[src/hdl/muldiv_cfg.svh]
// --------------------
// sizing macros for the multiply and divide unit
// register count, queue depths, writeback credits
// and the divider iteration count
// --------------------

`ifndef MULDIV_CFG_SVH
`define MULDIV_CFG_SVH

// number of general purpose registers
`define MULDIV_NUM_GPR 32

// depth of the instruction queue and the credits the host holds after reset
`define MULDIV_INST_DEPTH 4

// writeback credits held by the unit after reset
// this must match the buffer space on the consumer side
`define MULDIV_WB_CREDITS 2

// iterations of the shift-subtract divider
`define MULDIV_DIV_STEPS 32

`endif

[src/hdl/credit_fifo.sv]
// --------------------
// receiver-side queue for a credit-based stream
// circular buffer of any payload type, one credit
// returned for every pop
// --------------------

`timescale 1ns/1ps
`default_nettype none

`include "muldiv_cfg.svh"

module credit_fifo #(
	parameter type payload_t = logic [31:0],
	parameter int  DEPTH     = `MULDIV_INST_DEPTH
) (
	input  logic     clk,
	input  logic     reset,
	input  logic     push,
	input  payload_t push_data,
	input  logic     pop,
	output payload_t pop_data,
	output logic     empty,
	output logic     credit
);

	localparam int AW = $clog2(DEPTH);

	// storage for the queued words
	payload_t mem [DEPTH];

	// pointers carry one extra wrap bit to tell full from empty
	logic [AW:0] wr_ptr;
	logic [AW:0] rd_ptr;
	logic        full;

	assign empty    = (wr_ptr == rd_ptr);
	assign full     = (wr_ptr[AW] != rd_ptr[AW]) && (wr_ptr[AW-1:0] == rd_ptr[AW-1:0]);
	assign pop_data = mem[rd_ptr[AW-1:0]];

	// --------------------
	// pointer and credit control

	always_ff @(posedge clk or posedge reset) begin
		if (reset) begin
			wr_ptr <= '0;
			rd_ptr <= '0;
			credit <= 1'b0;
		end else begin
			if (push && !full)
				wr_ptr <= wr_ptr + 1'b1;
			if (pop && !empty)
				rd_ptr <= rd_ptr + 1'b1;
			// the sender gets its slot back in the cycle after the pop
			credit <= pop && !empty;
		end
	end

	// --------------------
	// storage write

	always_ff @(posedge clk) begin
		if (push && !full)
			mem[wr_ptr[AW-1:0]] <= push_data;
	end

endmodule

`default_nettype wire

[config.mk]
export PLATFORM = sky130hd
export DESIGN_NAME = credit_fifo
export DESIGN_NICKNAME = d
export VERILOG_FILES = /design/src/hdl/credit_fifo.sv
export VERILOG_INCLUDE_DIRS = /design/src /design/src/hdl
export SDC_FILE = /design/constraint.sdc
export NUM_CORES = 1
export LEC_CHECK = 0
export BUFFER_PORTS_ARGS = -buffer_cell sky130_fd_sc_hd__buf_2
export CAP_MARGIN = 20
export CORE_UTILIZATION = 40
export DETAILED_ROUTE_END_ITERATION = 10
export SYNTH_ARGS = -nofsm -noshare
export SYNTH_HDL_FRONTEND = slang
export SYNTH_SLANG_ARGS = --single-unit
[constraint.sdc]
create_clock -name clk -period 4.35 [get_ports clk]
set_clock_uncertainty 0.05 [all_clocks]
set_input_delay 0.435 -clock clk [delete_from_list [all_inputs] [get_ports clk]]
set_output_delay 0.435 -clock clk [all_outputs]
set_load 0.05 [all_outputs]
==> impl_metrics.csv <==
group,metric,value,unit
timing,tightest_slew,929,ps
place,routabilityCongestion,0.700,
power,swShare,37.6,%
setup_path,required,3870,ps
timing,finalCritPeriodShare,66.7,%
synthesis,syn-num-nets,259,
synthesis,seq_area_frac_synth,78.1,%
timing,drv_slew,0,
cells_and_area,syn2layout_area_growth,21.9,%
cells_and_area,fill_cells,1034,
clocking,cts_buffer_depth,2,
global_routing,grt_max_degree,33,
floorplan,die_height,115,µm
power,vdd_drop_max,0.599,mV
clocking,numCtsBuffers,17,
clocking,clock_latency,420,ps
floorplan,ioPinCount,70,
floorplan,chipWidth,115,µm
cells_and_area,stdcell_area,6270,µm²
clocking,clkSlewWorstSetupHoldPaths,60,ps
power,p_leak,2.17,nW
timing,relSlewSlack,38.1,%
setup_path,worst_path_max_delay_cell,"mux4_2",
synthesis,synth-async-reset-ratio,5.19,%
floorplan,rows,41,
cells_and_area,layout-drive-gt1-share,45.1,%
timing,hold_viol_final,0,
global_routing,grt_pass1_vias,2549,
synthesis,ys_seq_elements,135,
cells_and_area,nets,343,
timing,rsz0062_at_grt,"false",
synthesis,synth.top_cells.by_count,"edfxtp_1 (128), mux4_2 (32), dfrtp_1 (7)",
timing,setup_violations,0,
global_routing,overflow,0,
floorplan,start_util,40.9,%
place,portBuffers,69,
timing,max_freq,0.345,GHz
detailed_routing,ant_nets,0,
clocking,clock_sinks,135,
synthesis,synth_area_leaders,"edfxtp_1 (75%), mux4_2 (14%), dfrtp_1 (3.4%)",
floorplan,coreArea,12600,µm²
detailed_routing,viasPerCell,4.89,
setup_path,cpPeakStageDelay,610,ps
timing,finalHoldWorstSlack,180,ps
cells_and_area,n_antenna_cell,0,
synthesis,ys_warn_count,0,
global_routing,grt_pass1_wl,13800,µm
setup_path,path_max_fanout,28,
place,dpl_cell_area,5680,µm²
setup_path,path_cells,"buf_4 -> mux4_2 -> buf_2",
global_routing,antenna_found_initial,0,
synthesis,synth_ff_type,"edfxtp_1",
timing,fin_crit,2900,ps
clocking,cts_root_buf,"clkbuf_16",
cells_and_area,postLayoutCoreUtil,49.9,%
clocking,cts_tree,"yes",
synthesis,netlist_area,5140,µm²
power,intPower,3.19,mW
synthesis,yosysMostFrequentCell,"edfxtp_1",
floorplan,dieArea,13300,µm²
setup_path,worst_setup_path_end_kind,"output port",
synthesis,avgSynthCellArea,23.6,µm²
synthesis,yosysUniqueCellTypes,25,
power,seqPwrFrac,36.5,%
synthesis,synth_top_area_cell,"edfxtp_1",
detailed_routing,drt_iter0_markers,122,
clocking,cts_resized,0,
place,place_hpwl,5180,µm
synthesis,synth_cells,218,
power,pwr-share-comb,36.2,%
clocking,h-tree-depth,4,
flow_run,maxCapViolCount,0,
setup_path,start_kind,"flip-flop",
power,p_sw,1.93,mW
worst_hold_path,hold_path.class,"input port to flip-flop",
detailed_routing,wl,9010,µm
setup_path,worstSetupPathType,"flip-flop to output port",
synthesis,synth_top_area_share,74.7,%
power,clockPowerShare,27.3,%
detailed_routing,drc,0,
detailed_routing,vias,2380,
timing,finalSetupTns,0,ps
place,post-place-cells,454,
run_status,status,"finished clean",
cells_and_area,layoutNonFillerInstCount,487,
global_routing,grt_util_all_layers,15.1,%
synthesis,synth-edff-count,128,
detailed_routing,drtPass1Iterations,4,
setup_path,cp.arrival,2420,ps
detailed_routing,wl_per_cell,18.5,µm
power,power_density,817,nW/µm²
[final timing paths]
kind | start | to | slack [ps] | cells after the start
min | push_data[26] | mem[2][26]$_DFFE_PP_ | 180 | 1
max | rd_ptr[0]$_DFFE_PP0P_ | pop_data[22] | 1450 | 3
max in group asynchronous | reset | rd_ptr[1]$_DFFE_PP0P_ | 3480 | 3
min reg2reg | wr_ptr[2]$_DFFE_PP0P_ | wr_ptr[2]$_DFFE_PP0P_ | 540 | 1
max reg2reg | rd_ptr[0]$_DFFE_PP0P_ | mem[2][2]$_DFFE_PP_ | 2010 | 3
min in group asynchronous | reset | wr_ptr[1]$_DFFE_PP0P_ | 490 | 3
[flip-flops by register name (all words and copies together), names as in the netlist]
register  count
credit        1
rd_ptr        3
mem         128
wr_ptr        3
[cell usage in the layout, fill, tap and decap left out, types with 3 or more instances in the layout]
cell type	instances
clkinv_2	3
and2_2	3
buf_2	69
xnor2_1	4
mux4_2	32
inv_1	5
nand2_1	4
bufinv_16	3
clkinv_4	3
clkinv_1	4
a21oi_1	4
buf_4	3
dfrtp_1	5
ha_1	5
edfxtp_1	128
clkbuf_16	17
[power by group through the flow]
stage | registers [mW] | clock network [mW] | logic (mW)
after global routing | 1.90 | 1.48 | 1.98
after CTS | 1.88 | 1.42 | 1.89
after floorplan | 1.85 | 0 | 1.53
after global placement | 1.89 | 0 | 1.89
final | 1.87 | 1.40 | 1.86
after detailed placement | 1.90 | 0 | 1.89
[critical path, delay by kind of cell (launching register included)]
kind	cells	cell delay, ps
mux	1	610
buf+inv	2	800
flops	1	570
[stage by stage]
| stage | setup slack, ps | power, mW |
|---|---|---|
| global route | 1290 | 5.36 |
| floorplan | 2080 | 3.38 |
| finish | 1450 | 5.12 |
| global placement | 1850 | 3.78 |
| CTS | 1400 | 5.19 |
| detailed placement | 1850 | 3.79 |
[kinds of logic after synthesis]
logic type / synth area share, %
mux: 14.0
compound gates: 1.95
xor+xnor: 1.97
buf+inv: 1.68
fa+ha+maj: 1.22
flops: 78.1
simple gates: 1.07
[timing repair]
item,in CTS,in global routing
hold buffers,1,0
endpoints found under the hold margin,7,0
buffers inserted,0,0
[metal layers]
metal  vias up  GRT usage [%]  share of wire, %
li1       1081              -                 -
met1      1226           18.4                45
met2        64           23.8                49
met3         9           6.85               4.9
met4         0           5.71               1.2
met5         -              0                 0
[layout make-up]
type	instances	area (µm²)	share of cell area (%)
Clock buffer	17	425	6.78
Timing Repair Buffer	73	378	6.02
Multi-Input combinational cell	70	1050	16.8
Sequential cell	135	4020	64.1
Tap cell	172	215	3.43
Inverter	5	18.8	0.299
Clock inverter	15	161	2.57
Power figures use the tool's default switching activity.
