`src/hdl/muldiv_cfg.svh`:
```
// --------------------
// sizing macros for the multiply and divide unit
// register count, queue depths, writeback credits
// and the divider iteration count
// --------------------

`ifndef MULDIV_CFG_SVH
`define MULDIV_CFG_SVH

// number of general purpose registers
`define MULDIV_NUM_GPR 32

// depth of the instruction queue and the credits the host holds after reset
`define MULDIV_INST_DEPTH 4

// writeback credits held by the unit after reset
// this must match the buffer space on the consumer side
`define MULDIV_WB_CREDITS 2

// iterations of the shift-subtract divider
`define MULDIV_DIV_STEPS 32

`endif

```
`src/hdl/muldiv_pkg.sv`:
```
// --------------------
// shared types of the multiply and divide unit
// opcodes, instruction layout, issue command,
// execution feedback, register write and writeback record
// --------------------

`default_nettype none

package muldiv_pkg;

	// primary opcodes handled here
	typedef enum logic [5:0] {
		Op_mulli  = 6'd7,
		Op_alu_xo = 6'd31
	} opcd_e;

	// extended opcodes of the XO form
	typedef enum logic [8:0] {
		Xop_mulhwu = 9'd11,
		Xop_mulhw  = 9'd75,
		Xop_mullw  = 9'd235,
		Xop_divwu  = 9'd459,
		Xop_divw   = 9'd491
	} xop_e;

	// XO-form instruction word from the msb down
	// for mulli the low 16 bits hold the signed immediate instead
	typedef struct packed {
		opcd_e      opcd;
		logic [4:0] rt;
		logic [4:0] ra;
		logic [4:0] rb;
		logic       oe;
		xop_e       xo;
		logic       rc;
	} inst_xo_t;

	// which functional unit an issue goes to
	typedef enum logic [1:0] {
		Fu_none = 2'd0,
		Fu_mul  = 2'd1,
		Fu_div  = 2'd2
	} fu_sel_e;

	// command from the decoder to the execution block
	typedef struct packed {
		fu_sel_e     fxdp_sel;
		logic        mul_high;
		logic        mul_unsigned;
		logic        div_unsigned;
		logic        check_ov;
		logic [31:0] a;
		logic [31:0] b;
	} control_word_t;

	// completion feedback where one complete bit pulses per operation
	typedef struct packed {
		logic        mul_complete;
		logic        div_complete;
		logic [31:0] result;
		logic        ov;
	} fxdp_fb_t;

	// a single register write
	typedef struct packed {
		logic        en;
		logic [4:0]  idx;
		logic [31:0] data;
	} gpr_wr_t;

	// record sent out for every retired instruction
	// cr holds lt, gt, eq, so from msb to lsb
	typedef struct packed {
		logic        illegal;
		logic [4:0]  rt;
		logic [31:0] value;
		logic [3:0]  cr;
		logic        cr_valid;
		logic        ov;
		logic        ov_valid;
	} wb_rec_t;

endpackage

`default_nettype wire

```
`src/hdl/fixedpoint_exec.sv`:
```
// --------------------
// execution block with a two-stage multiplier and
// an iterative restoring divider
// reports each completion with a one-cycle pulse
// --------------------

`timescale 1ns/1ps
`default_nettype none

`include "muldiv_cfg.svh"

module fixedpoint_exec (
	input  logic                      clk,
	input  logic                      reset,
	input  logic                      issue,
	input  muldiv_pkg::control_word_t cw,
	output muldiv_pkg::fxdp_fb_t      fb
);
	import muldiv_pkg::*;

	localparam int CNT_W = $clog2(`MULDIV_DIV_STEPS + 1);

	logic signed [32:0] mul_a_ext;
	logic signed [32:0] mul_b_ext;
	logic signed [65:0] mul_full;
	logic               mul_s1_valid;
	logic [63:0]        mul_s1_prod;
	logic               mul_s1_high;
	logic               mul_s1_chk;
	logic               mul_done;
	logic [31:0]        mul_result;
	logic               mul_ov;

	logic               div_busy;
	logic [CNT_W-1:0]   div_cnt;
	logic [31:0]        div_rem;
	logic [31:0]        div_quo;
	logic [31:0]        div_dvs;
	logic               div_neg;
	logic               div_bad;
	logic               div_chk;
	logic               div_done;
	logic [31:0]        div_result;
	logic               div_ov;
	logic [31:0]        dvd_mag;
	logic [31:0]        dvs_mag;
	logic [32:0]        step_shift;
	logic [33:0]        step_diff;
	logic [31:0]        step_quo;
	logic [31:0]        quo_fixed;

	// --------------------
	// multiplier

	// one extra bit gives a single signed multiply for both signednesses
	assign mul_a_ext = {!cw.mul_unsigned && cw.a[31], cw.a};
	assign mul_b_ext = {!cw.mul_unsigned && cw.b[31], cw.b};
	assign mul_full  = mul_a_ext * mul_b_ext;

	always_ff @(posedge clk or posedge reset) begin
		if (reset) begin
			mul_s1_valid <= 1'b0;
			mul_done     <= 1'b0;
		end else begin
			mul_s1_valid <= issue && (cw.fxdp_sel == Fu_mul);
			mul_done     <= mul_s1_valid;
		end
	end

	always_ff @(posedge clk) begin
		if (issue) begin
			mul_s1_prod <= mul_full[63:0];
			mul_s1_high <= cw.mul_high;
			mul_s1_chk  <= cw.check_ov;
		end
		// second stage picks the word and checks the signed 32-bit range
		if (mul_s1_valid) begin
			mul_result <= mul_s1_high ? mul_s1_prod[63:32] : mul_s1_prod[31:0];
			mul_ov     <= mul_s1_chk && (mul_s1_prod[63:32] != {32{mul_s1_prod[31]}});
		end
	end

	// --------------------
	// divider

	// the divider works on magnitudes and fixes the sign at the end
	assign dvd_mag = (!cw.div_unsigned && cw.a[31]) ? -cw.a : cw.a;
	assign dvs_mag = (!cw.div_unsigned && cw.b[31]) ? -cw.b : cw.b;

	// one restoring step shifts the next dividend bit into the remainder
	// the remainder stays below the divisor and so fits in 32 bits
	assign step_shift = {div_rem, div_quo[31]};
	assign step_diff  = {1'b0, step_shift} - {2'b00, div_dvs};
	assign step_quo   = {div_quo[30:0], !step_diff[33]};
	assign quo_fixed  = div_neg ? -step_quo : step_quo;

	always_ff @(posedge clk or posedge reset) begin
		if (reset) begin
			div_busy <= 1'b0;
			div_cnt  <= '0;
			div_done <= 1'b0;
		end else begin
			div_done <= div_busy && (div_cnt == CNT_W'(1));
			if (issue && (cw.fxdp_sel == Fu_div)) begin
				div_busy <= 1'b1;
				div_cnt  <= CNT_W'(`MULDIV_DIV_STEPS);
			end else if (div_busy) begin
				div_cnt <= div_cnt - 1'b1;
				if (div_cnt == CNT_W'(1))
					div_busy <= 1'b0;
			end
		end
	end

	always_ff @(posedge clk) begin
		if (issue) begin
			div_rem <= '0;
			div_quo <= dvd_mag;
			div_dvs <= dvs_mag;
			div_neg <= !cw.div_unsigned && (cw.a[31] ^ cw.b[31]);
			div_chk <= cw.check_ov;
			// zero divisor and the one signed case whose quotient does not fit
			div_bad <= (cw.b == '0) ||
				(!cw.div_unsigned && (cw.a == 32'h8000_0000) && (cw.b == 32'hffff_ffff));
		end else if (div_busy) begin
			div_rem <= step_diff[33] ? step_shift[31:0] : step_diff[31:0];
			div_quo <= step_quo;
			if (div_cnt == CNT_W'(1)) begin
				div_result <= div_bad ? '0 : quo_fixed;
				div_ov     <= div_chk && div_bad;
			end
		end
	end

	// --------------------
	// feedback to the decoder

	always_comb begin
		fb.mul_complete = mul_done;
		fb.div_complete = div_done;
		fb.result       = mul_done ? mul_result : div_result;
		fb.ov           = mul_done ? mul_ov : div_ov;
	end

endmodule

`default_nettype wire

```
`config.mk`:
```
export PLATFORM = sky130hd
export DESIGN_NAME = fixedpoint_exec
export DESIGN_NICKNAME = d
export VERILOG_FILES = /design/src/hdl/muldiv_pkg.sv /design/src/hdl/fixedpoint_exec.sv
export VERILOG_INCLUDE_DIRS = /design/src /design/src/hdl
export SDC_FILE = /design/constraint.sdc
export NUM_CORES = 2
export LEC_CHECK = 0
export BUFFER_PORTS_ARGS = -buffer_cell sky130_fd_sc_hd__buf_2
export CORE_MARGIN = 10
export CORE_UTILIZATION = 25
export DETAILED_ROUTE_END_ITERATION = 10
export GPL_ROUTABILITY_DRIVEN = 0
export HOLD_SLACK_MARGIN = 0.1
export MAX_ROUTING_LAYER = met4
export PLACE_DENSITY = 0.4
export SKIP_CTS_REPAIR_TIMING = 1
export SLEW_MARGIN = 10
export SYNTH_ARGS = -nofsm -noshare
export SYNTH_HDL_FRONTEND = slang
export SYNTH_SLANG_ARGS = --single-unit
```
`constraint.sdc`:
```
create_clock -name clk -period 5.82 [get_ports clk]
set_input_delay 1.455 -clock clk [delete_from_list [all_inputs] [get_ports clk]]
set_output_delay 1.455 -clock clk [all_outputs]
set_load 0.05 [all_outputs]
```
==> results.toml <==
[placed_design]
dpl.hpwl_um = 152200
io_buffers = 107

[yosys]
ys_seq_elements = 240
syn_inst = 5392
ys.flop_type = "edfxtp_1"
ys.warnings.count = 0
synthDistinctLibCells = 79
avgSynthCellArea_um2 = 9.423
syn_area_um2 = 50810
synth_top_cell_area_share_pct = 44.37
synth-seq-area-share_pct = 13.46
yosys-top-cells-area = "fa_1 (44%), edfxtp_1 (12%), inv_1 (8.7%)"
async_flop_share_pct = 4.167
synth_top_area_cell = "fa_1"
synth_edf_count = 198
synth_nets = 6842

[finish]
drive_gt1_share_pct = 19.66
nFillCells = 21170
fin_util_pct = 30.80
syn_to_final_growth_pct = 22.52
layout_commonest_cell = "inv_1"
fin_nets = 7311
mostFrequentLayoutCells = "inv_1 (1140), fa_1 (1089), nand2_1 (792), buf_4 (542), and2_1 (341)"

[global_routing]
grt.overflow.total = 0
grt_max_degree = 106
grt_pass1_wl_um = 268500
grt_antenna_before_repair = 19
grtUsageTotal_pct = 16.19
grt_pass1_vias = 41100

[setup_path]
r2r_slack_ns = 0.94
cpPeakStageDelay_ns = 0.59
critPathKind = "in -> reg"
slowest_stage = "fa_2"
timing.rr.start = "div_dvs[1]"
crit_top_cell = "fa_1"
worst_setup_path_start_kind = "input pin"
crit_start = "cw[0]"
cp_num_buf_inv = 10
critical_path.endpoint_type = "flop"
worstPathMaxFanout = 8
worstPathRequired_ns = 6.18
crit_family = "adder cells"
arrival_ns = 8.81

[sta]
final-hold-violation-count = 0
period_minus_slack_ns = 8.451
rsz0062_at_grt = "yes"
whs_ns = 0.4925
timing.final.crit_share_pct = 145.2
slew_violations = 0
slew_headroom_pct = 21.94
fmaxAchievable_mhz = 118.3
fin_ws_ns = -2.631
skew_ns = 0.02184
setup_violations = 55
worstMarginPinSlew_ns = 1.168

[clocking]
clock_path_buffers = 3
clk_pin_slew_ns = 0.06
htreeDepth = 1
clock-root-buffer = "clkbuf_16"
cts_num_sinks = 240
cts_buffers = 31
tritoncts = "built"
insertion_delay_ns = 0.61

[route]
firstDrtPassIters = 5
wl_per_cell_um = 20.65
drc = 0
drt_iter0_markers = 2052
wirelength_um = 176900
vias = 37770
ant_nets = 0
viasPerCell = 4.408

[floorplanning]
start_util_pct = 25.14
die_w_um = 470.8
ioPinCount = 108
die_area_um2 = 221700
fp.coreArea_um2 = 202100
die_h_um = 470.8
fp-row-count = 165

[outcome]
run_status = "finished, violations left"
violations = "setup timing"

[min_path]
hold_path_class = "reg -> reg"
hold_start = "div_rem[0]"

[run]
drv_cap = 0
-- through the flow --
| stage | setup slack (ns) | setup TNS, ns | std cells | instance area, um^2 |
|---|---|---|---|---|
| final | -2.631 | -105.35 | 8568 | 62250 |
| after global routing | -2.895 | -117.10 | 8561 | 62230 |
| after CTS | -3.086 | -118.80 | 8517 | 60320 |
| after detailed placement | -3.710 | -153.15 | 8459 | 59160 |
| after global placement | -3.717 | -154.13 | 8459 | 59160 |
| after floorplan | -3.259 | -105.62 | 5392 | 52090 |
-- worst min-delay path: cells and delay by family (launching register included) --
family          cells  cell delay, ns
flops               1            0.33
simple gates        1            0.06
compound gates      1            0.05
-- metal layers --
metal / part of all wire [%] / up-vias / track usage (%)
met3: 3.8 / 148 / 1.064
li1: - / 17090 / -
met4: 1.6 / 0 / 2.130
met1: 46 / 19790 / 22.15
met5: 0 / - / -
met2: 49 / 741 / 27.05
-- flip-flops by register name, summed over array words and instances (netlist names) --
register / cells
mul_s1_prod: 64
div_dvs: 32
div_quo: 32
div_rem: 32
div_result: 32
mul_result: 32
div_cnt: 6
div_bad: 1
div_busy: 1
div_chk: 1
div_done: 1
div_neg: 1
div_ov: 1
mul_done: 1
mul_ov: 1
mul_s1_high: 1
mul_s1_valid: 1
-- synthesized netlist by cell type (all sizes together) (18+ instances only) --
library cell / number
dfxtp: 32
nor2: 224
a21oi: 131
nand3: 20
buf: 62
o21ai: 69
a31oi: 18
o31ai: 19
a311oi: 20
mux2: 67
xnor2: 105
inv: 1172
a21o: 49
fa: 1126
clkbuf: 258
and3: 20
nand2: 804
ha: 251
xor2: 86
nand4: 23
nand2b: 21
nor3: 38
edfxtp: 198
and2: 368
-- final timing paths --
kind                              endpoint  depth (start not counted)
min in group asynchronous         div_done                          2
max                        mul_s1_prod[63]                         29
min                             div_rem[0]                          2
min reg2reg                     div_rem[0]                          2
max reg2reg                 div_result[30]                         18
max in group asynchronous         div_busy                          2
-- kinds of logic (layout without fill, tap and decap cells) --
kind of cell             after synthesis  in the layout  share of synthesized area (%)
other                                  0             10                              0
AO/OA/AOI/OAI                        424            424                          5.556
XOR/XNOR                             191            191                          3.293
multiplexers                          68             68                          1.505
adder cells (fa/ha/maj)             1377           1377                          50.55
buffers and inverters               1492           1986                          11.08
AND/OR/NAND/NOR                     1600           1600                          14.56
flip-flops                           240            240                          13.46
-- final cells by class --
type,count,area (um^2),area share (%)
clock buffer,31,775.7,1.246
antenna,10,25.02,0.04020
inverter,1172,4412,7.087
multi-input combinational,3660,39740,63.83
sequential,240,6838,10.98
tap,2672,3343,5.371
clock inverter,27,386.6,0.6211
timing repair buffer,756,6735,10.82
Power is left out: the tool's default activity adds up to more than one toggle a clock period on the data nets, which glitch-free logic cannot reach.
