**src/hdl/muldiv_cfg.svh**
```systemverilog
// --------------------
// sizing macros for the multiply and divide unit
// register count, queue depths, writeback credits
// and the divider iteration count
// --------------------

`ifndef MULDIV_CFG_SVH
`define MULDIV_CFG_SVH

// number of general purpose registers
`define MULDIV_NUM_GPR 32

// depth of the instruction queue and the credits the host holds after reset
`define MULDIV_INST_DEPTH 4

// writeback credits held by the unit after reset
// this must match the buffer space on the consumer side
`define MULDIV_WB_CREDITS 2

// iterations of the shift-subtract divider
`define MULDIV_DIV_STEPS 32

`endif

```
**src/hdl/muldiv_pkg.sv**
```systemverilog
// --------------------
// shared types of the multiply and divide unit
// opcodes, instruction layout, issue command,
// execution feedback, register write and writeback record
// --------------------

`default_nettype none

package muldiv_pkg;

	// primary opcodes handled here
	typedef enum logic [5:0] {
		Op_mulli  = 6'd7,
		Op_alu_xo = 6'd31
	} opcd_e;

	// extended opcodes of the XO form
	typedef enum logic [8:0] {
		Xop_mulhwu = 9'd11,
		Xop_mulhw  = 9'd75,
		Xop_mullw  = 9'd235,
		Xop_divwu  = 9'd459,
		Xop_divw   = 9'd491
	} xop_e;

	// XO-form instruction word from the msb down
	// for mulli the low 16 bits hold the signed immediate instead
	typedef struct packed {
		opcd_e      opcd;
		logic [4:0] rt;
		logic [4:0] ra;
		logic [4:0] rb;
		logic       oe;
		xop_e       xo;
		logic       rc;
	} inst_xo_t;

	// which functional unit an issue goes to
	typedef enum logic [1:0] {
		Fu_none = 2'd0,
		Fu_mul  = 2'd1,
		Fu_div  = 2'd2
	} fu_sel_e;

	// command from the decoder to the execution block
	typedef struct packed {
		fu_sel_e     fxdp_sel;
		logic        mul_high;
		logic        mul_unsigned;
		logic        div_unsigned;
		logic        check_ov;
		logic [31:0] a;
		logic [31:0] b;
	} control_word_t;

	// completion feedback where one complete bit pulses per operation
	typedef struct packed {
		logic        mul_complete;
		logic        div_complete;
		logic [31:0] result;
		logic        ov;
	} fxdp_fb_t;

	// a single register write
	typedef struct packed {
		logic        en;
		logic [4:0]  idx;
		logic [31:0] data;
	} gpr_wr_t;

	// record sent out for every retired instruction
	// cr holds lt, gt, eq, so from msb to lsb
	typedef struct packed {
		logic        illegal;
		logic [4:0]  rt;
		logic [31:0] value;
		logic [3:0]  cr;
		logic        cr_valid;
		logic        ov;
		logic        ov_valid;
	} wb_rec_t;

endpackage

`default_nettype wire

```
**src/hdl/mul_div_decode.sv**
```systemverilog
// --------------------
// decoder and issue control for mulli, mulhw, mulhwu,
// mullw, divw and divwu
// holds until the execution block completes, then writes
// the register and emits the writeback record
// --------------------

`timescale 1ns/1ps
`default_nettype none

`include "muldiv_cfg.svh"

module mul_div_decode (
	input  logic                      clk,
	input  logic                      reset,
	input  muldiv_pkg::inst_xo_t      inst,
	input  logic                      empty,
	output logic                      pop,
	output logic [4:0]                rd_a_idx,
	output logic [4:0]                rd_b_idx,
	input  logic [31:0]               rd_a,
	input  logic [31:0]               rd_b,
	output logic                      issue,
	output muldiv_pkg::control_word_t cw,
	input  muldiv_pkg::fxdp_fb_t      fb,
	output muldiv_pkg::gpr_wr_t       wb_wr,
	output logic                      wb_valid,
	output muldiv_pkg::wb_rec_t       wb,
	input  logic                      wb_credit
);
	import muldiv_pkg::*;

	localparam int CRW = $clog2(`MULDIV_WB_CREDITS + 1);

	// idle waits for work, issue reads operands, wait holds until completion
	typedef enum logic [1:0] {
		St_idle,
		St_issue,
		St_wait
	} state_e;

	state_e          state;
	inst_xo_t        inst_q;
	logic [31:0]     inst_bits;
	logic [CRW-1:0]  wb_cnt;
	logic            legal;
	logic            is_mulli;
	logic            is_div;
	logic            mul_high;
	logic            mul_uns;
	logic            div_uns;
	logic            chk_ov;
	logic            done;
	logic            illegal_out;
	logic            res_ov;

	assign inst_bits = inst_q;

	// --------------------
	// decode of the held instruction

	always_comb begin
		legal    = 1'b0;
		is_mulli = 1'b0;
		is_div   = 1'b0;
		mul_high = 1'b0;
		mul_uns  = 1'b0;
		div_uns  = 1'b0;
		chk_ov   = 1'b0;
		case (inst_q.opcd)
			Op_mulli: begin
				legal    = 1'b1;
				is_mulli = 1'b1;
			end
			Op_alu_xo: begin
				case (inst_q.xo)
					Xop_mulhw: begin
						legal    = 1'b1;
						mul_high = 1'b1;
					end
					Xop_mulhwu: begin
						legal    = 1'b1;
						mul_high = 1'b1;
						mul_uns  = 1'b1;
					end
					Xop_mullw: begin
						legal  = 1'b1;
						chk_ov = 1'b1;
					end
					Xop_divw: begin
						legal  = 1'b1;
						is_div = 1'b1;
						chk_ov = 1'b1;
					end
					Xop_divwu: begin
						legal   = 1'b1;
						is_div  = 1'b1;
						div_uns = 1'b1;
						chk_ov  = 1'b1;
					end
					default: legal = 1'b0;
				endcase
			end
			default: legal = 1'b0;
		endcase
	end

	// --------------------
	// handshakes and the issue command

	// only one instruction is in flight, so a free credit now covers its record
	assign pop         = (state == St_idle) && !empty && (wb_cnt != '0);
	assign issue       = (state == St_issue) && legal;
	assign illegal_out = (state == St_issue) && !legal;
	assign done        = (state == St_wait) && (fb.mul_complete || fb.div_complete);
	assign wb_valid    = done || illegal_out;

	assign rd_a_idx = inst_q.ra;
	assign rd_b_idx = inst_q.rb;

	always_comb begin
		cw.fxdp_sel     = !legal ? Fu_none : (is_div ? Fu_div : Fu_mul);
		cw.mul_high     = mul_high;
		cw.mul_unsigned = mul_uns;
		cw.div_unsigned = div_uns;
		// mulhw and mulhwu never report overflow
		cw.check_ov     = chk_ov;
		cw.a            = rd_a;
		// mulli takes its sign-extended immediate in place of rb
		cw.b            = is_mulli ? {{16{inst_bits[15]}}, inst_bits[15:0]} : rd_b;
	end

	// --------------------
	// register write and writeback record

	assign wb_wr.en   = done;
	assign wb_wr.idx  = inst_q.rt;
	assign wb_wr.data = fb.result;

	// overflow is reported only when oe is set on mullw, divw or divwu
	assign res_ov = inst_q.oe && chk_ov && fb.ov;

	always_comb begin
		wb          = '0;
		wb.rt       = inst_q.rt;
		wb.illegal  = illegal_out;
		if (done) begin
			wb.value    = fb.result;
			wb.ov       = res_ov;
			wb.ov_valid = inst_q.oe && chk_ov;
			// CR0 is never touched by mulli
			if (inst_q.rc && !is_mulli) begin
				wb.cr_valid = 1'b1;
				wb.cr       = {fb.result[31], !fb.result[31] && (fb.result != '0),
					(fb.result == '0), res_ov};
			end
		end
	end

	// --------------------
	// state, instruction register and credit counter

	always_ff @(posedge clk or posedge reset) begin
		if (reset) begin
			state  <= St_idle;
			wb_cnt <= CRW'(`MULDIV_WB_CREDITS);
		end else begin
			case (state)
				St_idle:  if (pop) state <= St_issue;
				St_issue: state <= legal ? St_wait : St_idle;
				St_wait:  if (done) state <= St_idle;
				default:  state <= St_idle;
			endcase
			case ({wb_valid, wb_credit})
				2'b10:   wb_cnt <= wb_cnt - 1'b1;
				2'b01:   wb_cnt <= wb_cnt + 1'b1;
				default: wb_cnt <= wb_cnt;
			endcase
		end
	end

	always_ff @(posedge clk) begin
		if (pop)
			inst_q <= inst;
	end

endmodule

`default_nettype wire

```
**config.mk**
```make
export PLATFORM = sky130hd
export DESIGN_NAME = mul_div_decode
export DESIGN_NICKNAME = d
export VERILOG_FILES = /design/src/hdl/muldiv_pkg.sv /design/src/hdl/mul_div_decode.sv
export VERILOG_INCLUDE_DIRS = /design/src /design/src/hdl
export SDC_FILE = /design/constraint.sdc
export NUM_CORES = 1
export LEC_CHECK = 0
export BUFFER_PORTS_ARGS = -buffer_cell sky130_fd_sc_hd__buf_2
export CORE_AREA = 2 2 118 120
export CTS_CLUSTER_DIAMETER = 60
export CTS_CLUSTER_SIZE = 28
export DETAILED_ROUTE_END_ITERATION = 10
export DIE_AREA = 0 0 120 122
export PLACE_DENSITY = 0.6
export SYNTH_ARGS = -nofsm -noshare
export SYNTH_HDL_FRONTEND = slang
export SYNTH_SLANG_ARGS = --single-unit
```
**constraint.sdc**
```tcl
create_clock -name clk -period 8.55 [get_ports clk]
set_input_delay 2.565 -clock clk [delete_from_list [all_inputs] [get_ports clk]]
set_output_delay 2.565 -clock clk [all_outputs]
set_load 0.05 [all_outputs]
```
==> results of run 1 <==
[sequential cells by signal, indices dropped and copies added (netlist names)]
register	count
rd_b_idx	5
rd_a_idx	5
wb	5
wb_cnt	2
state	2
inst_bits	17
[stage by stage]
step	setup WS (ns)	cells	hold WS (ns)	total power, uW	instance area (sq um)
after floorplan	0.816	258	0.456	570	2720
after global placement	1.79	577	0.506	582	3410
after detailed placement	1.67	577	0.520	586	3410
after CTS	1.66	585	0.530	772	3560
after global routing	1.48	585	0.534	796	3560
final	1.67	585	0.527	760	3560
[cells by family after synthesis]
| family | synth area share [%] |
|---|---|
| xor gates and xnor gates | 0.969 |
| buffers and inverters | 27.5 |
| muxes | 7.89 |
| and+or+nand+nor | 17.5 |
| adders and majority gates | 0.461 |
| DFF | 39.2 |
| AOI/OAI and AO/OA | 6.50 |
[cell type report]
class / instances / area [sq um]
clock buffer: 5 / 125
clock inverter: 3 / 21.3
fill: 1464 / 9950
inverter: 4 / 15.0
multi-input combinational: 120 / 920
sequential: 36 / 1060
tap: 180 / 225
timing repair buffer: 237 / 1190
[power breakdown]
part	total, uW	leakage (uW)	internal [uW]	switching [uW]
clock	182	0.0000702	108	73.4
sequential	270	0.000350	245	25.5
combinational	308	0.00151	77.0	231
[critical path, delay by kind of cell]
kind | cells | cell delay [ns]
and+or+nand+nor | 2 | 0.53
AOI/OAI and AO/OA | 1 | 0.15
buffers and inverters | 3 | 1.05
[metal layers]
| metal | vias up | GRT usage [%] | routed length, um |
|---|---|---|---|
| met5 | - | 0 | 19 |
| met4 | 2 | 5.96 | 351 |
| met3 | 39 | 3.70 | 817 |
| met2 | 124 | 21.1 | 4880 |
| met1 | 1108 | 13.0 | 3500 |
| li1 | 1086 | - | - |
[placed cells by master, fill, tap and decap left out, types with 4 or more instances in the layout]
cell type | synthesis | routed
sky130_fd_sc_hd__a21o_1 | 17 | 17
sky130_fd_sc_hd__and2_1 | 35 | 35
sky130_fd_sc_hd__buf_2 | 0 | 236
sky130_fd_sc_hd__clkbuf_16 | 0 | 5
sky130_fd_sc_hd__edfxtp_1 | 32 | 32
sky130_fd_sc_hd__inv_1 | 4 | 4
sky130_fd_sc_hd__mux2_4 | 12 | 12
sky130_fd_sc_hd__nor2_1 | 11 | 11
sky130_fd_sc_hd__nor3_1 | 4 | 4
sky130_fd_sc_hd__nor4_1 | 10 | 9
[cell usage after synthesis]
| cell | number |
|---|---|
| sky130_fd_sc_hd__and3_1 | 2 |
| sky130_fd_sc_hd__nand2b_1 | 1 |
| sky130_fd_sc_hd__dfstp_2 | 1 |
| sky130_fd_sc_hd__clkbuf_1 | 4 |
| sky130_fd_sc_hd__nand4b_4 | 1 |
| sky130_fd_sc_hd__xor2_1 | 2 |
| sky130_fd_sc_hd__nand4b_1 | 1 |
| sky130_fd_sc_hd__nor3_1 | 4 |
| sky130_fd_sc_hd__nor2_4 | 1 |
| sky130_fd_sc_hd__or3_1 | 2 |
| sky130_fd_sc_hd__o21ai_0 | 2 |
| sky130_fd_sc_hd__inv_1 | 4 |
| sky130_fd_sc_hd__o21a_1 | 2 |
| sky130_fd_sc_hd__nor2_1 | 11 |
| sky130_fd_sc_hd__nand4bb_1 | 1 |
| sky130_fd_sc_hd__nand2_1 | 1 |
| sky130_fd_sc_hd__o211a_1 | 1 |
| sky130_fd_sc_hd__edfxtp_1 | 32 |
| sky130_fd_sc_hd__and2_1 | 35 |
| sky130_fd_sc_hd__xnor2_1 | 1 |
| sky130_fd_sc_hd__nor2b_1 | 2 |
| sky130_fd_sc_hd__ha_1 | 1 |
| sky130_fd_sc_hd__o21ai_1 | 1 |
| sky130_fd_sc_hd__mux2_4 | 12 |
| sky130_fd_sc_hd__dfrtp_1 | 3 |
| sky130_fd_sc_hd__buf_6 | 3 |
| sky130_fd_sc_hd__nand3_1 | 2 |
| sky130_fd_sc_hd__a21o_1 | 17 |
| sky130_fd_sc_hd__mux2_2 | 3 |
| sky130_fd_sc_hd__nand4_1 | 3 |
| sky130_fd_sc_hd__nor4_1 | 10 |
| sky130_fd_sc_hd__buf_4 | 91 |
| sky130_fd_sc_hd__o21ai_2 | 1 |
[worst max-delay path by stage]
stage	startpoint	endpoint	slack, ns	depth (start not counted)
2_1_floorplan	empty	pop	0.82	1
3_3_place_gp	fb[33]	wb[4]	1.79	6
3_5_place_dp	fb[33]	wb[5]	1.67	6
4_1_cts	fb[33]	wb[5]	1.66	6
5_1_grt	fb[33]	wb[4]	1.48	6
6_report	fb[33]	wb[5]	1.67	6
==> results summary, run 1 <==
Sequential elements use 39.2% of the synthesized area. The area share of the largest cell type after synthesis is 35.4%. The number of max-cap violations is 0. The worst setup path is launched from an input port. For the pin with the worst max-slew slack, the measured transition is 0.901 ns. The final layout contains 540 nets.

The largest stage delay on the critical path came out at ~0.67 ns. The count of buffers from port buffering is 236. The data arrival time of the worst path is 4.31 ns. The sum of negative setup slack is 0 ns. The final hold violation count came out at 0. Clock skew on the completed layout was measured at roughly 0.0053 ns. The number of clock sinks is 36. The flow ran to the end, and the final reports show no timing, DRC or antenna violations. The layout cell share with drive strength beyond 1 is 65.7%. VDD sags by at most 0.132 mV.

The headroom to the max-slew limit came out at roughly 40%. After global routing the overflow that remains totals 0. Detailed placement ended at an HPWL of 8090 um. The initial DRC count is 77. The launch point of the worst hold path is wb_cnt[0]. The die is 120 um wide. The hold path depth is 1. In this run the count of I/O pins placed on the die edge is 301. Among all stages on the critical path, the largest delay is contributed by sky130_fd_sc_hd__inv_1. Global routing consumed, over all layers together, 12.0% of the routing resources. The ratio of final minimum period to clock period came out at 80.4%. The clock tree root buffer cell is sky130_fd_sc_hd__clkbuf_16. The count of cell types in the netlist came out at 33. In the final routed layout, each cell accounts on average for 16.3 um. The worst register-to-register path ends at wb_cnt[1]. The pin count of the biggest net entering global routing is 37.

For this configuration, the core starts out at a cell density of roughly a fifth. The wire length of the first global-routing pass came out at 13200 um. From synthesis to final layout, the design area changed by 31.1%. The synthesized area per cell came out at 10.5 sq um.

By area the synthesized netlist is led by sky130_fd_sc_hd__edfxtp_1 35%, sky130_fd_sc_hd__buf_4 25%, sky130_fd_sc_hd__and2_1 8.1%. Once the clock tree was built, the setup fixing pass inserted 0 buffers. The number of buffers created by CTS is 5. The count of yosys warnings during synthesis came out at 0.

The number of storage elements in the synthesis netlist is 36. The number of gates resized after cts came out at 0. The count of vias placed by the detailed router is around 2400.

The via count of the first global-routing pass is 2292. The die covers ~15000 sq um. STA classifies the critical path endpoint as an output port.

The power density relative to cell area is 214 nW/um^2. The cell that appears most often on the critical path is sky130_fd_sc_hd__buf_2. The post-layout minimum cycle time came out at 6.88 ns. The per-cell via count in the routed design is between 4 and 5.

The setup violation total in the final timing report is 0. The total DRC errors in the routed layout is 0. The number of cell instances on the worst register-to-register path came out at 7. The post-synthesis net count came out at 394. The final weighted congestion of routability-driven global placement is ~0.74.

Walking the worst path, the cells encountered are buf_2 -> o21ai_0 -> inv_1 -> nand3_1 -> nor3_1 -> buf_2. The routed design has 9560 um of wire. sky130_fd_sc_hd__edfxtp_1 takes more of the synthesized area than any other cell.

The maximum operating frequency is 0.145 GHz. The required time reported for the critical path endpoint came out at roughly 6.0 ns. The vertical die dimension came out at 122 um. The final design utilization came out at 26.3%.

The initial antenna violation count is 1. The final count of pins violating max slew is 0. The number of nets still failing antenna checks after routing is 0. Buffers inserted to repair hold after CTS numbered 0.

The worst-case register-to-register setup slack came out at 6.13 ns. The clock reaches the later pin of the worst-skew pair after 0.28 ns. The deepest level of the CTS H-tree is 2. In this run the worst hold path is classified as register to register. The first TritonRoute pass finished after 4 iterations. The type of the worst setup path is input port to output port. In the synthesized netlist, the number of instances is about 260. Clock-pin slew was measured on the worst setup and hold paths at 0.06 ns. The path with the worst hold slack has its endpoint at wb_cnt[0].

The number of diodes added for antenna fixing is 0. Setup repair after global routing left no endpoint under its margin. The total standard cell area after synthesis is between 2000 and 3000 sq um. In this run the static leakage power is 0.00193 uW. The clock passes through at most 2 buffers. The cell row count is 43. TritonCTS built the clock tree. The maximum net fanout on the critical path came out at 35.

The origin of the critical flop-to-flop path is inst_bits[31]. The standard cell core area is between 10000 and 15000 sq um.
Note: power is estimated with default switching activity, not from simulation.
==> run 2: changes to the inputs <==
==> constraint.sdc (replaced) <==
create_clock -name clk -period 7.1 [get_ports clk]
set_input_delay 2.13 -clock clk [delete_from_list [all_inputs] [get_ports clk]]
set_output_delay 2.13 -clock clk [all_outputs]
set_load 0.05 [all_outputs]
==> results summary, run 2 (synthesis results as in run 1) <==
The flow ran to the end, and the final reports show no timing, DRC or antenna violations. The initial DRC count is 78 (+1.3%). The cts-stage hold buffer count is 0 (unchanged). The sum of negative setup slack is 0 ns (unchanged). The wire length of the first global-routing pass is 13400 um (+1.5%).

The number of buffers inserted to repair setup after CTS came out at 0 (unchanged). The pin count of the biggest net entering global routing is 37 (unchanged). The switching power summed over all nets was 392 uW (+19%). The layout cell share with drive strength beyond 1 is 65.4% (-0.25 points).

The final count of pins violating max slew is 0 (unchanged). The count of vias placed by the detailed router is 2323 (-1.5%). The clock transition time at the flip-flop clock pins of the worst setup and hold paths is 0.05 ns (about the same).

The die outline area came out at 14600 sq um (unchanged). The launch point of the worst hold path is wb_cnt[0]. The initial antenna violation count is 1 (unchanged).

STA classifies the critical path endpoint as an output port. The boundary pin count came to 301 (unchanged). The number of detailed-routing iterations run before antenna repair is 4 (unchanged). The total DRC errors in the routed layout is 0 (unchanged). The maximum clock path buffer count is 2 (unchanged). The final weighted congestion of routability-driven global placement was 0.687 (-7.3%). The total congestion overflow after global routing is 0 (unchanged). The sequential cell fraction of total power came to 35.7% (about the same). The number of max-cap violations was 0 (unchanged). The detailed-route wire length per cell came out at 16.3 um (about the same). The deepest level of the CTS H-tree is 2 (unchanged).

The number of diodes added for antenna fixing was 0 (unchanged). The fraction of power spent switching nets came out at 43.1% (-0.33 points). The maximum net fanout on the critical path came to 35 (unchanged). The via count of the first global-routing pass came out at 2274 (-0.79%).

The power after layout is 910 uW (+20%). The number of clock sinks is 36 (unchanged). The final setup skew is 0.00749 ns (+0.00221 ns). The root buffer cell chosen for the clock tree is sky130_fd_sc_hd__clkbuf_16. The type of the worst setup path is input port to output port. The detailed-placement wirelength estimate came out at 8100 um (+0.11%). The setup violation total in the final timing report came out at 0 (unchanged). The cell row count was 43 (unchanged).

The kind of path behind the tightest hold check is register to register. The final hold violation count is 0 (unchanged). The startpoint type of the worst setup path is an input port. The maximum ir drop on the vdd rail came out at 0.184 mV (+40%).

The most numerous cell on the critical path is sky130_fd_sc_hd__buf_2. The post-layout minimum cycle time came out at ~6.0 ns. The start point of the critical path is fb[33].

The maximum operating frequency is roughly 0.17 GHz. The count of buffers from port buffering is 236 (unchanged). In this run the critical register-to-register path is launched from inst_bits[31]. The number of nets in the layout came out at 540 (unchanged). The clock tree from TritonCTS is yes.

The static power due to leakage is 0.00193 uW (-0.16%). The final design utilization came out at 26.3% (about the same). The power density relative to cell area is 256 nW/um^2 (+20%). The clock insertion delay at the later pin of the skew report came to 0.28 ns (about the same). In the layout the commonest cells are 236 x sky130_fd_sc_hd__buf_2, 35 x sky130_fd_sc_hd__and2_1, 32 x sky130_fd_sc_hd__edfxtp_1. The transition at the pin with the smallest max-transition slack is 0.940 ns (+0.0391 ns). The portion of total power attributed to the clock network came out at 23.5% (-0.4 points). The sum of routed wire length over all layers is 9560 um (about the same). The slowest stage of the critical path is the sky130_fd_sc_hd__inv_1 cell. Setup repair after global routing left no endpoint under its margin.

The design internal power came out at 518 uW (+20%). The number of buffers created by CTS is 5 (unchanged). The buffer and inverter count on the worst path is 3 (unchanged). Broken down by cell family, the worst path's largest delay share belongs to buffers and inverters.

The per-cell via count in the routed design came out at 3.97 (-1.5%). Traced cell by cell, the critical path runs through buf_2 -> o21ai_0 -> inv_1 -> nand3_1 -> nor3_1 -> buf_2. The total global routing track utilization is 12.1% (+0.15 points). The width of the chip is 120 um (unchanged).

The ratio of final minimum period to clock period came out at 84.6%. The library cell used most frequently in the layout, excluding fill and tap cells, is sky130_fd_sc_hd__buf_2. The headroom to the max-slew limit was 37.3% (-2.6 points). The vertical die dimension is 122 um (unchanged). The area growth from synthesis to layout came out at 31.1% (about the same). The starting density of the core came out at 20.1% (unchanged). The largest stage delay on the critical path is 0.66 ns (about the same). The standard cell core area came to 13500 sq um (unchanged). The combinational share of power is 40.7% (+0.2 points). The number of nets still failing antenna checks after routing is 0 (unchanged). The number of flip-flops in the largest register is 17 (unchanged). The required time reported for the critical path endpoint is 4.97 ns (-1.02 ns).

The number of gates resized after cts came out at 0 (unchanged). The data arrival time of the worst path is 3.88 ns (-0.43 ns).
## run 2: cell types whose count changed in the layout (fill, tap and decap cells not counted), sizes merged
cell,previous run,this run
inv,5,4
clkbuf,5,6
## run 2: metrics by stage
step	area, sq um	hold WS, ns	worst slack (ns)	std cells
6_report	3560	0.518	1.09	585
5_1_grt	3560	0.543	0.879	585
4_1_cts	3560	0.522	1.11	585
3_5_place_dp	3410	0.511	1.12	577
3_3_place_gp	3410	0.500	1.23	577
2_1_floorplan	2720	0.456	0.236	258
## run 2: final timing paths
path / to / slack, ns / depth (start not counted)
min in group asynchronous: state[1] / 1.73 / 2
worst max register to register: wb_cnt[1] / 4.71 / 7
max in group asynchronous: wb_cnt[1] / 5.14 / 2
worst min register to register: wb_cnt[0] / 0.52 / 1
worst max-delay path: wb[4] / 1.09 / 6
worst min-delay path: wb_cnt[0] / 0.52 / 1
## run 2: area by class of cell
| class | count | area, sq um |
|---|---|---|
| clock buffer | 6 | 129 |
| clock inverter | 2 | 16.3 |
| fill | 1459 | 9950 |
| inverter | 4 | 15.0 |
| multi-input combinational | 120 | 920 |
| sequential | 36 | 1060 |
| tap | 180 | 225 |
| timing repair buffer | 237 | 1190 |
## run 2: power by group through the flow
| stage | Sequential (uW) | Clock [uW] | Combinational [uW] |
|---|---|---|---|
| finish | 325 | 214 | 371 |
| detailed placement | 331 | 0 | 374 |
| floorplan | 323 | 0 | 364 |
| global route | 333 | 231 | 391 |
| global placement | 329 | 0 | 372 |
| CTS | 328 | 223 | 375 |
## run 2: metal layers
layer | up-vias | global-route usage, % | share of wire (%) | routed length [um]
li1 | 1087 | - | - | -
met3 | 42 | 3.84 | 8.8 | 845
met5 | - | 0 | 0.20 | 19
met2 | 116 | 20.8 | 50 | 4790
met4 | 2 | 6.18 | 4.0 | 383
met1 | 1076 | 13.5 | 37 | 3520
## run 2: worst register-to-register path: cells and delay by family, from the launching register on
family	cells	cell delay [ns]
AO/OA/AOI/OAI	2	0.41
XOR/XNOR	1	0.16
adder cells (fa/ha/maj)	1	0.25
flip-flops	1	0.35
AND/OR/NAND/NOR	3	1.15
